$ cat config.mk
export PLATFORM = sky130hd
export DESIGN_NAME = ccip_sniffer
export DESIGN_NICKNAME = d
export VERILOG_FILES = /design/src/design/sniff_pkg.sv /design/src/design/c0tx_req_checker.sv /design/src/design/c1tx_beat_checker.sv /design/src/design/ccip_sniffer.sv /design/src/design/mmio_rsp_tracker.sv /design/src/design/sniff_error_log.sv
export VERILOG_INCLUDE_DIRS = /design/src /design/src/design
export SDC_FILE = /design/constraint.sdc
export NUM_CORES = 1
export LEC_CHECK = 0
export BUFFER_PORTS_ARGS = -buffer_cell sky130_fd_sc_hd__buf_2
export CAP_MARGIN = 20
export CORE_MARGIN = 10
export CORE_UTILIZATION = 59
export CTS_CLUSTER_DIAMETER = 100
export DETAILED_ROUTE_END_ITERATION = 10
export PLACE_DENSITY = 0.84
export SYNTH_ARGS = -nofsm -noshare
export SYNTH_HDL_FRONTEND = slang
export SYNTH_HIERARCHICAL = 1
export SYNTH_SLANG_ARGS = --single-unit
$ cat constraint.sdc
create_clock -name clk -period 3.5 [get_ports clk]
set_input_delay 0.35 -clock clk [delete_from_list [all_inputs] [get_ports clk]]
set_output_delay 0.35 -clock clk [all_outputs]
set_load 0.01 [all_outputs]
$ cat src/design/sniff_settings.svh
// Shared widths and limits for the port checker
// Address is a cache-line address, so bit 0 is line granularity
// The MMIO tracker holds one entry per TID, 2**SNIFF_TID_W in total
// SNIFF_TIMER_W must hold SNIFF_MMIO_TIMEOUT
`ifndef SNIFF_SETTINGS_SVH
`define SNIFF_SETTINGS_SVH

// Request header fields
`define SNIFF_ADDR_W 32
`define SNIFF_MDATA_W 16
`define SNIFF_REQ_W 4

// MMIO read tracking
`define SNIFF_TID_W 4
`define SNIFF_MMIO_TIMEOUT 64
`define SNIFF_TIMER_W 7

// Error log
`define SNIFF_CNT_W 16

`endif

$ cat src/design/sniff_pkg.sv
// Request encodings and error codes of the port checker
// Error code values follow declaration order, NO_ERROR is 0
// Only the MDATA change inside a write burst counts as a warning
`include "sniff_settings.svh"

package sniff_pkg;

   // Channel 0 read requests, any other value is illegal
   typedef enum logic [`SNIFF_REQ_W-1:0] {
      RDLINE_I = 4'h0,
      RDLINE_S = 4'h1
   } c0_req_t;

   // Channel 1 write requests, any other value is illegal
   typedef enum logic [`SNIFF_REQ_W-1:0] {
      WRLINE_I = 4'h0,
      WRLINE_M = 4'h1,
      WRFENCE  = 4'h4
   } c1_req_t;

   // Line count minus one
   typedef enum logic [1:0] {
      CL_LEN_1 = 2'd0,
      CL_LEN_2 = 2'd1,
      CL_LEN_3 = 2'd2,
      CL_LEN_4 = 2'd3
   } cl_len_t;

   typedef enum logic [4:0] {
      NO_ERROR,
      C0TX_INVALID_REQTYPE,
      C0TX_ILLEGAL_CLLEN,
      C0TX_ADDRALIGN_2,
      C0TX_ADDRALIGN_4,
      C1TX_INVALID_REQTYPE,
      C1TX_ILLEGAL_CLLEN,
      C1TX_ADDRALIGN_2,
      C1TX_ADDRALIGN_4,
      C1TX_SOP_NOT_SET,
      C1TX_SOP_SET_MCL,
      C1TX_UNEXP_ADDR,
      C1TX_UNEXP_VCSEL,
      C1TX_UNEXP_MDATA,
      MMIO_RDRSP_TIMEOUT,
      MMIO_RDRSP_UNSOLICITED
   } sniff_code_t;

   // Warnings are logged and counted like errors but flagged apart
   function automatic logic sniff_is_warning(input sniff_code_t code);
      return code == C1TX_UNEXP_MDATA;
   endfunction

endpackage

$ cat src/design/c0tx_req_checker.sv
// Channel 0 read request header check
// Fields are looked at only while c0tx_valid is high
// One code per request, first failing rule wins
// Error strobe is registered, one cycle after the request
`include "sniff_settings.svh"

module c0tx_req_checker (
   input  logic                      clk,
   input  logic                      rst,
   input  logic                      c0tx_valid,
   input  sniff_pkg::c0_req_t        c0tx_req_type,
   input  sniff_pkg::cl_len_t        c0tx_cl_len,
   input  logic [`SNIFF_ADDR_W-1:0]  c0tx_addr,
   output logic                      c0_err,
   output sniff_pkg::sniff_code_t    c0_code
);
   import sniff_pkg::*;

   sniff_code_t chk_code;

   // Rule order: type, length, alignment
   always_comb begin
      chk_code = NO_ERROR;
      if ((c0tx_req_type != RDLINE_I) && (c0tx_req_type != RDLINE_S)) begin
         chk_code = C0TX_INVALID_REQTYPE;
      end else if (c0tx_cl_len == CL_LEN_3) begin
         chk_code = C0TX_ILLEGAL_CLLEN;
      end else if ((c0tx_cl_len == CL_LEN_2) && c0tx_addr[0]) begin
         // Two lines need an even start line
         chk_code = C0TX_ADDRALIGN_2;
      end else if ((c0tx_cl_len == CL_LEN_4) && (c0tx_addr[1:0] != 2'b00)) begin
         // Four lines need a 4-line boundary
         chk_code = C0TX_ADDRALIGN_4;
      end
   end

   always_ff @(posedge clk) begin
      if (rst) begin
         c0_err  <= 1'b0;
         c0_code <= NO_ERROR;
      end else if (c0tx_valid) begin
         c0_err  <= (chk_code != NO_ERROR);
         c0_code <= chk_code;
      end else begin
         // Idle cycle, strobe drops
         c0_err  <= 1'b0;
         c0_code <= NO_ERROR;
      end
   end

endmodule

$ cat src/design/c1tx_beat_checker.sv
// Channel 1 write request and multi-line burst check
// Every valid strobe inside a burst counts as one beat, errors included
// A burst opens on any 2-line or 4-line write line outside a burst
// Fence is legal only between bursts
// Error strobe is registered, one cycle after the beat
`include "sniff_settings.svh"

module c1tx_beat_checker (
   input  logic                      clk,
   input  logic                      rst,
   input  logic                      c1tx_valid,
   input  sniff_pkg::c1_req_t        c1tx_req_type,
   input  logic                      c1tx_sop,
   input  sniff_pkg::cl_len_t        c1tx_cl_len,
   input  logic [`SNIFF_ADDR_W-1:0]  c1tx_addr,
   input  logic [1:0]                c1tx_vc_sel,
   input  logic [`SNIFF_MDATA_W-1:0] c1tx_mdata,
   output logic                      c1_err,
   output sniff_pkg::sniff_code_t    c1_code
);
   import sniff_pkg::*;

   localparam int ADDR_W = `SNIFF_ADDR_W;

   logic                      wr_line;
   logic                      wr_fence;
   logic                      multi_line;
   logic                      burst_start;
   logic [ADDR_W-1:0]         exp_addr;
   sniff_code_t               chk_code;

   // Burst tracking
   logic                      in_burst;
   logic [1:0]                beat_idx;
   logic [1:0]                beats_left;
   logic [ADDR_W-1:0]         base_addr;
   logic [1:0]                exp_vc;
   logic [`SNIFF_MDATA_W-1:0] exp_mdata;

   assign wr_line     = (c1tx_req_type == WRLINE_I) || (c1tx_req_type == WRLINE_M);
   assign wr_fence    = (c1tx_req_type == WRFENCE);
   assign multi_line  = (c1tx_cl_len == CL_LEN_2) || (c1tx_cl_len == CL_LEN_4);
   assign burst_start = c1tx_valid && !in_burst && wr_line && multi_line;
   // Line address the current beat should carry
   assign exp_addr    = base_addr + ADDR_W'(beat_idx);

   // Rule order: type, length, alignment, SOP, address, VC, MDATA
   always_comb begin
      chk_code = NO_ERROR;
      if (!(wr_line || (wr_fence && !in_burst))) begin
         chk_code = C1TX_INVALID_REQTYPE;
      end else if (wr_line && (c1tx_cl_len == CL_LEN_3)) begin
         chk_code = C1TX_ILLEGAL_CLLEN;
      end else if (!in_burst && wr_line && (c1tx_cl_len == CL_LEN_2) && c1tx_addr[0]) begin
         chk_code = C1TX_ADDRALIGN_2;
      end else if (!in_burst && wr_line && (c1tx_cl_len == CL_LEN_4) &&
                   (c1tx_addr[1:0] != 2'b00)) begin
         chk_code = C1TX_ADDRALIGN_4;
      end else if (!in_burst && wr_line && !c1tx_sop) begin
         // First or only line must mark SOP
         chk_code = C1TX_SOP_NOT_SET;
      end else if (in_burst && c1tx_sop) begin
         chk_code = C1TX_SOP_SET_MCL;
      end else if (in_burst && (c1tx_addr != exp_addr)) begin
         chk_code = C1TX_UNEXP_ADDR;
      end else if (in_burst && (c1tx_vc_sel != exp_vc)) begin
         chk_code = C1TX_UNEXP_VCSEL;
      end else if (in_burst && (c1tx_mdata != exp_mdata)) begin
         // Only a warning, first beat MDATA is the one used
         chk_code = C1TX_UNEXP_MDATA;
      end
   end

   // Burst state, exits after the counted last beat
   always_ff @(posedge clk) begin
      if (rst) begin
         in_burst   <= 1'b0;
         beat_idx   <= 2'd0;
         beats_left <= 2'd0;
      end else if (c1tx_valid) begin
         if (burst_start) begin
            in_burst   <= 1'b1;
            beat_idx   <= 2'd1;
            // Lines minus one, the beats still to come
            beats_left <= c1tx_cl_len;
         end else if (in_burst) begin
            beat_idx   <= beat_idx + 2'd1;
            beats_left <= beats_left - 2'd1;
            if (beats_left == 2'd1) begin
               in_burst <= 1'b0;
            end
         end
      end
   end

   // First beat header, reference for later beats
   always_ff @(posedge clk) begin
      if (burst_start) begin
         base_addr <= c1tx_addr;
         exp_vc    <= c1tx_vc_sel;
         exp_mdata <= c1tx_mdata;
      end
   end

   always_ff @(posedge clk) begin
      if (rst) begin
         c1_err  <= 1'b0;
         c1_code <= NO_ERROR;
      end else if (c1tx_valid) begin
         c1_err  <= (chk_code != NO_ERROR);
         c1_code <= chk_code;
      end else begin
         c1_err  <= 1'b0;
         c1_code <= NO_ERROR;
      end
   end

endmodule

$ cat src/design/ccip_sniffer.sv
// Protocol checker for the accelerator port, observe only
// Header fields sampled only while their valid strobe is high
// err_valid rises two cycles after the offending input cycle
`include "sniff_settings.svh"

module ccip_sniffer (
   input  logic                      clk,
   input  logic                      rst,
   // Channel 0 read requests
   input  logic                      c0tx_valid,
   input  sniff_pkg::c0_req_t        c0tx_req_type,
   input  sniff_pkg::cl_len_t        c0tx_cl_len,
   input  logic [`SNIFF_ADDR_W-1:0]  c0tx_addr,
   // Channel 1 write requests
   input  logic                      c1tx_valid,
   input  sniff_pkg::c1_req_t        c1tx_req_type,
   input  logic                      c1tx_sop,
   input  sniff_pkg::cl_len_t        c1tx_cl_len,
   input  logic [`SNIFF_ADDR_W-1:0]  c1tx_addr,
   input  logic [1:0]                c1tx_vc_sel,
   input  logic [`SNIFF_MDATA_W-1:0] c1tx_mdata,
   // MMIO read request and response
   input  logic                      mmio_rd_valid,
   input  logic [`SNIFF_TID_W-1:0]   mmio_rd_tid,
   input  logic                      mmio_rsp_valid,
   input  logic [`SNIFF_TID_W-1:0]   mmio_rsp_tid,
   // Error report
   output logic                      err_valid,
   output sniff_pkg::sniff_code_t    err_code,
   output logic                      err_warn,
   output logic [`SNIFF_CNT_W-1:0]   err_count,
   output sniff_pkg::sniff_code_t    first_err_code
);

   logic                   c0_err;
   sniff_pkg::sniff_code_t c0_code;
   logic                   c1_err;
   sniff_pkg::sniff_code_t c1_code;
   logic                   mmio_err;
   sniff_pkg::sniff_code_t mmio_code;

   c0tx_req_checker c0tx_req_checker_inst (
      .clk, .rst, .c0tx_valid, .c0tx_req_type, .c0tx_cl_len, .c0tx_addr,
      .c0_err, .c0_code
   );

   c1tx_beat_checker c1tx_beat_checker_inst (
      .clk, .rst, .c1tx_valid, .c1tx_req_type, .c1tx_sop, .c1tx_cl_len,
      .c1tx_addr, .c1tx_vc_sel, .c1tx_mdata, .c1_err, .c1_code
   );

   mmio_rsp_tracker mmio_rsp_tracker_inst (
      .clk, .rst, .mmio_rd_valid, .mmio_rd_tid, .mmio_rsp_valid, .mmio_rsp_tid,
      .mmio_err, .mmio_code
   );

   sniff_error_log sniff_error_log_inst (
      .clk, .rst, .c0_err, .c0_code, .c1_err, .c1_code, .mmio_err, .mmio_code,
      .err_valid, .err_code, .err_warn, .err_count, .first_err_code
   );

endmodule

$ cat src/design/mmio_rsp_tracker.sv
// MMIO read request/response tracking, one entry per TID
// Timeout strobe rises SNIFF_MMIO_TIMEOUT cycles after the request cycle
// Unsolicited response wins over a timeout, which then waits a cycle
// Simultaneous timeouts are reported one per cycle, lowest TID first
`include "sniff_settings.svh"

module mmio_rsp_tracker (
   input  logic                     clk,
   input  logic                     rst,
   input  logic                     mmio_rd_valid,
   input  logic [`SNIFF_TID_W-1:0]  mmio_rd_tid,
   input  logic                     mmio_rsp_valid,
   input  logic [`SNIFF_TID_W-1:0]  mmio_rsp_tid,
   output logic                     mmio_err,
   output sniff_pkg::sniff_code_t   mmio_code
);
   import sniff_pkg::*;

   localparam int TID_W   = `SNIFF_TID_W;
   localparam int DEPTH   = 1 << TID_W;
   localparam int TIMER_W = `SNIFF_TIMER_W;
   // Timer is 0 after the request edge; hitting this value at an edge
   // registers the strobe exactly SNIFF_MMIO_TIMEOUT cycles after the request
   localparam logic [TIMER_W-1:0] TIMER_LIMIT = TIMER_W'(`SNIFF_MMIO_TIMEOUT - 2);

   logic [DEPTH-1:0]   active;
   logic [TIMER_W-1:0] timer [DEPTH];
   logic [DEPTH-1:0]   expired;
   logic [TID_W-1:0]   sel_tid;
   logic               unsolicited;
   logic               report_to;

   // Expired entries not answered in this same cycle
   always_comb begin
      for (int i = 0; i < DEPTH; i++) begin
         expired[i] = active[i] && (timer[i] == TIMER_LIMIT) &&
                      !(mmio_rsp_valid && (mmio_rsp_tid == TID_W'(i)));
      end
   end

   // Lowest expired TID, downward scan so the last hit wins
   always_comb begin
      sel_tid = '0;
      for (int i = DEPTH - 1; i >= 0; i--) begin
         if (expired[i]) begin
            sel_tid = TID_W'(i);
         end
      end
   end

   assign unsolicited = mmio_rsp_valid && !active[mmio_rsp_tid];
   assign report_to   = (|expired) && !unsolicited;

   always_ff @(posedge clk) begin
      if (rst) begin
         active    <= '0;
         mmio_err  <= 1'b0;
         mmio_code <= NO_ERROR;
      end else begin
         for (int i = 0; i < DEPTH; i++) begin
            // New request replaces whatever the entry held
            if (mmio_rd_valid && (mmio_rd_tid == TID_W'(i))) begin
               active[i] <= 1'b1;
            end else if (mmio_rsp_valid && (mmio_rsp_tid == TID_W'(i))) begin
               active[i] <= 1'b0;
            end else if (report_to && (sel_tid == TID_W'(i))) begin
               active[i] <= 1'b0;
            end
         end
         mmio_err  <= unsolicited || report_to;
         mmio_code <= unsolicited ? MMIO_RDRSP_UNSOLICITED :
                      report_to   ? MMIO_RDRSP_TIMEOUT : NO_ERROR;
      end
   end

   // Timers run while active and park at the limit until reported
   always_ff @(posedge clk) begin
      for (int i = 0; i < DEPTH; i++) begin
         if (mmio_rd_valid && (mmio_rd_tid == TID_W'(i))) begin
            timer[i] <= '0;
         end else if (active[i] && (timer[i] != TIMER_LIMIT)) begin
            timer[i] <= timer[i] + 1'b1;
         end
      end
   end

endmodule

$ cat src/design/sniff_error_log.sv
// Merges the checker strobes into one registered error report
// Priority: MMIO tracker, then channel 1, then channel 0
// err_count adds every strobe, including those not reported
// err_count wraps at 2**SNIFF_CNT_W
`include "sniff_settings.svh"

module sniff_error_log (
   input  logic                    clk,
   input  logic                    rst,
   input  logic                    c0_err,
   input  sniff_pkg::sniff_code_t  c0_code,
   input  logic                    c1_err,
   input  sniff_pkg::sniff_code_t  c1_code,
   input  logic                    mmio_err,
   input  sniff_pkg::sniff_code_t  mmio_code,
   output logic                    err_valid,
   output sniff_pkg::sniff_code_t  err_code,
   output logic                    err_warn,
   output logic [`SNIFF_CNT_W-1:0] err_count,
   output sniff_pkg::sniff_code_t  first_err_code
);
   import sniff_pkg::*;

   localparam int CNT_W = `SNIFF_CNT_W;

   logic        sel_valid;
   sniff_code_t sel_code;
   logic [1:0]  num_strobes;

   assign sel_valid   = mmio_err || c1_err || c0_err;
   assign sel_code    = mmio_err ? mmio_code :
                        c1_err   ? c1_code   :
                        c0_err   ? c0_code   : NO_ERROR;
   assign num_strobes = {1'b0, mmio_err} + {1'b0, c1_err} + {1'b0, c0_err};

   always_ff @(posedge clk) begin
      if (rst) begin
         err_valid      <= 1'b0;
         err_code       <= NO_ERROR;
         err_warn       <= 1'b0;
         err_count      <= '0;
         first_err_code <= NO_ERROR;
      end else begin
         err_valid <= sel_valid;
         err_code  <= sel_code;
         err_warn  <= sel_valid && sniff_is_warning(sel_code);
         err_count <= err_count + CNT_W'(num_strobes);
         // Reported codes are never NO_ERROR, so it marks "none yet"
         if (sel_valid && (first_err_code == NO_ERROR)) begin
            first_err_code <= sel_code;
         end
      end
   end

endmodule

==> metrics.cfg <==
[outcome]
status=complete, no violations

[synth]
ys_types=92
synth_area_um2=12200
avgSynthCellArea_um2=10.5
synthTopCellsByArea=edfxtp_1 (40%), dfxtp_1 (9.8%), nor2_1 (5.7%)
synth-main-ff-cell=edfxtp_1
synth_edf_count=162
yosysSeqAreaShare=0.497
synthArstFlopShare=0
yosys.area.top_type=edfxtp_1
ys_seq_elements=222
synth_warnings=6
synth_top_area_frac=0.398
syn_inst=1169

[power]
finalPower_mw=6.47
power_density_nw_per_um2=469
p_leak_nw=5.10
peakVddDrop_mv=0.400

[cells_and_area]
final_common_cell=nor2_1
final_core_util=0.679
final_cell_mix=nor2_1 (185), edfxtp_1 (162), buf_2 (105)
layout.nets=1432
drive_above_1_share=0.160
area_growth_pct=12.9
n_fill_cell=1530

[floorplanning]
die_w_um=164
core_um2=20300
pin_count=137
start_util=0.602
rows=52
die_y_um=164
dieArea_um2=26900

[clock_tree]
max-clock-path-buffers=3
htree_levels=1
path_clk_slew_ns=0.06
clock-root-buffer=clkbuf_16
cts_num_sinks=222
cts_buffers=25
cts_resized=0
clkLatencyLatePin_ns=0.52
cts_setup_buffers=0
hold_buffers=0
cts_tree=done

[route]
antenna_left=0
drtIter0Drc=674
dr_total_vias=9137
routed_via_density=5.81
firstDrtPassIters=6
drc=0
routed_wl_um=25700
wl_per_cell_um=16.3

[timing]
timing.final.crit_share=0.809
maxSlewHeadroom=0.353
whs_ns=0.0382
fin_setup_tns_ns=0
report.final.slew_viol_count=0
min_period_ns=2.83
skew_ns=0.0212
finalSetupViolCount=0
rsz0062_at_grt=false
tightest_slew_ns=0.970
fmax_mhz=353
hold_viol_final=0

[grt]
grt_first_pass_wirelength_um=43100
gr-total-overflow=0
grtUsageTotal=0.189
antenna_found_initial=2
grt_max_degree=54
grt_pass1_vias=9080

[place]
io_buffers=105
hpwl_um=19200
gp_congestion=0.953

[worst_setup_path]
path_class=reg2reg
reg2reg_from=c1tx_beat_checker_inst/beat_idx[0]
startpoint=c1tx_beat_checker_inst/beat_idx[0]
critPathLaunchType=flop
worstPathRequired_ns=3.89
r2r.worst_path.cells=9
end_kind=flop
cp_data_arrival_time_ns=3.22
cp_max_fo=7

[hold_path]
worstHoldStart=c1tx_mdata[9]
hold_depth=1
hold_class=in2reg

[job]
max_cap_viol_count=0

per-stage QoR:
step           setup slack [ns]  instance area, µm²  cells
3_5_place_dp              0.716               13000   1526
5_1_grt                   0.480               13800   1571
4_1_cts                   0.705               13800   1571
3_3_place_gp              0.788               13000   1526
2_1_floorplan             0.990               12200   1170
6_report                  0.667               13800   1572
worst paths after layout:
path	endpoint	slack (ns)
worst min-delay path	c1tx_beat_checker_inst/exp_mdata[9]	0.04
worst max-delay path	c1tx_beat_checker_inst/c1_code[0]	0.67
worst max register to register	c1tx_beat_checker_inst/c1_code[0]	0.67
worst min register to register	c1tx_beat_checker_inst/beats_left[0]	0.51
final cells by class:
cell class / count / area (µm²) / area share
diodes: 1 / 2.50 / 0.000181
clock buffers: 26 / 639 / 0.0464
clock inverters: 19 / 173 / 0.0125
inverters: 27 / 101 / 0.00735
multi-input cells: 900 / 5920 / 0.429
flip-flops and latches: 222 / 6070 / 0.440
well taps: 270 / 338 / 0.0245
repair buffers: 107 / 553 / 0.0401
cell usage after synthesis, drive strengths merged (11+ instances only):
master / number
nand4: 23
xnor2: 76
nand2: 97
a31oi: 12
nor4: 13
or3: 12
nor2b: 13
edfxtp: 162
nor3: 20
ha: 37
and3: 26
inv: 27
and2: 11
a21oi: 38
xor2: 70
nor2: 188
buf: 16
or2: 12
nand3: 74
o21ai: 35
nand4b: 11
dfxtp: 60
state kept, by name (all words and copies together) (netlist names), 3 cells and up:
signal / count
mmio_rsp_tracker_inst/active: 16
sniff_error_log_inst/first_err_code: 5
c1tx_beat_checker_inst/base_addr: 32
c0tx_req_checker_inst/c0_code: 3
sniff_error_log_inst/err_count: 16
c1tx_beat_checker_inst/c1_code: 4
c1tx_beat_checker_inst/exp_mdata: 16
mmio_rsp_tracker_inst/timer: 112
sniff_error_log_inst/err_code: 5
report_power, final:
part | internal (mW) | switching (mW) | total (mW)
logic | 0.299 | 0.416 | 0.716
clock network | 1.54 | 1.03 | 2.57
registers | 3.03 | 0.158 | 3.19
worst max-delay path, stage by stage, from the launching register on:
cell	delay, ns
dfxtp_1	0.40
ha_1	0.24
fa_1	0.36
nand4_1	0.25
nor4bb_1	0.34
a311o_1	0.16
a31oi_1	0.05
or4_4	0.54
o31ai_1	0.28
a21oi_1	0.10
logic make-up after synthesis:
group                      share of synthesized area
DFF                                            0.497
and+or+nand+nor                                0.238
muxes                                         0.0174
buffers and inverters                         0.0196
xor gates and xnor gates                       0.105
AOI/OAI and AO/OA                             0.0802
other                                       0.000922
adders and majority gates                     0.0428
per-layer routing:
metal	wire length, µm	global-route usage	part of all wire	vias up
met1	11000	0.246	0.43	4326
met3	1590	0.0303	0.062	47
li1	-	-	-	4462
met5	10	0	0.00039	-
met2	12500	0.321	0.49	300
met4	563	0.0528	0.022	2
Note: power is estimated with default switching activity, not from simulation.
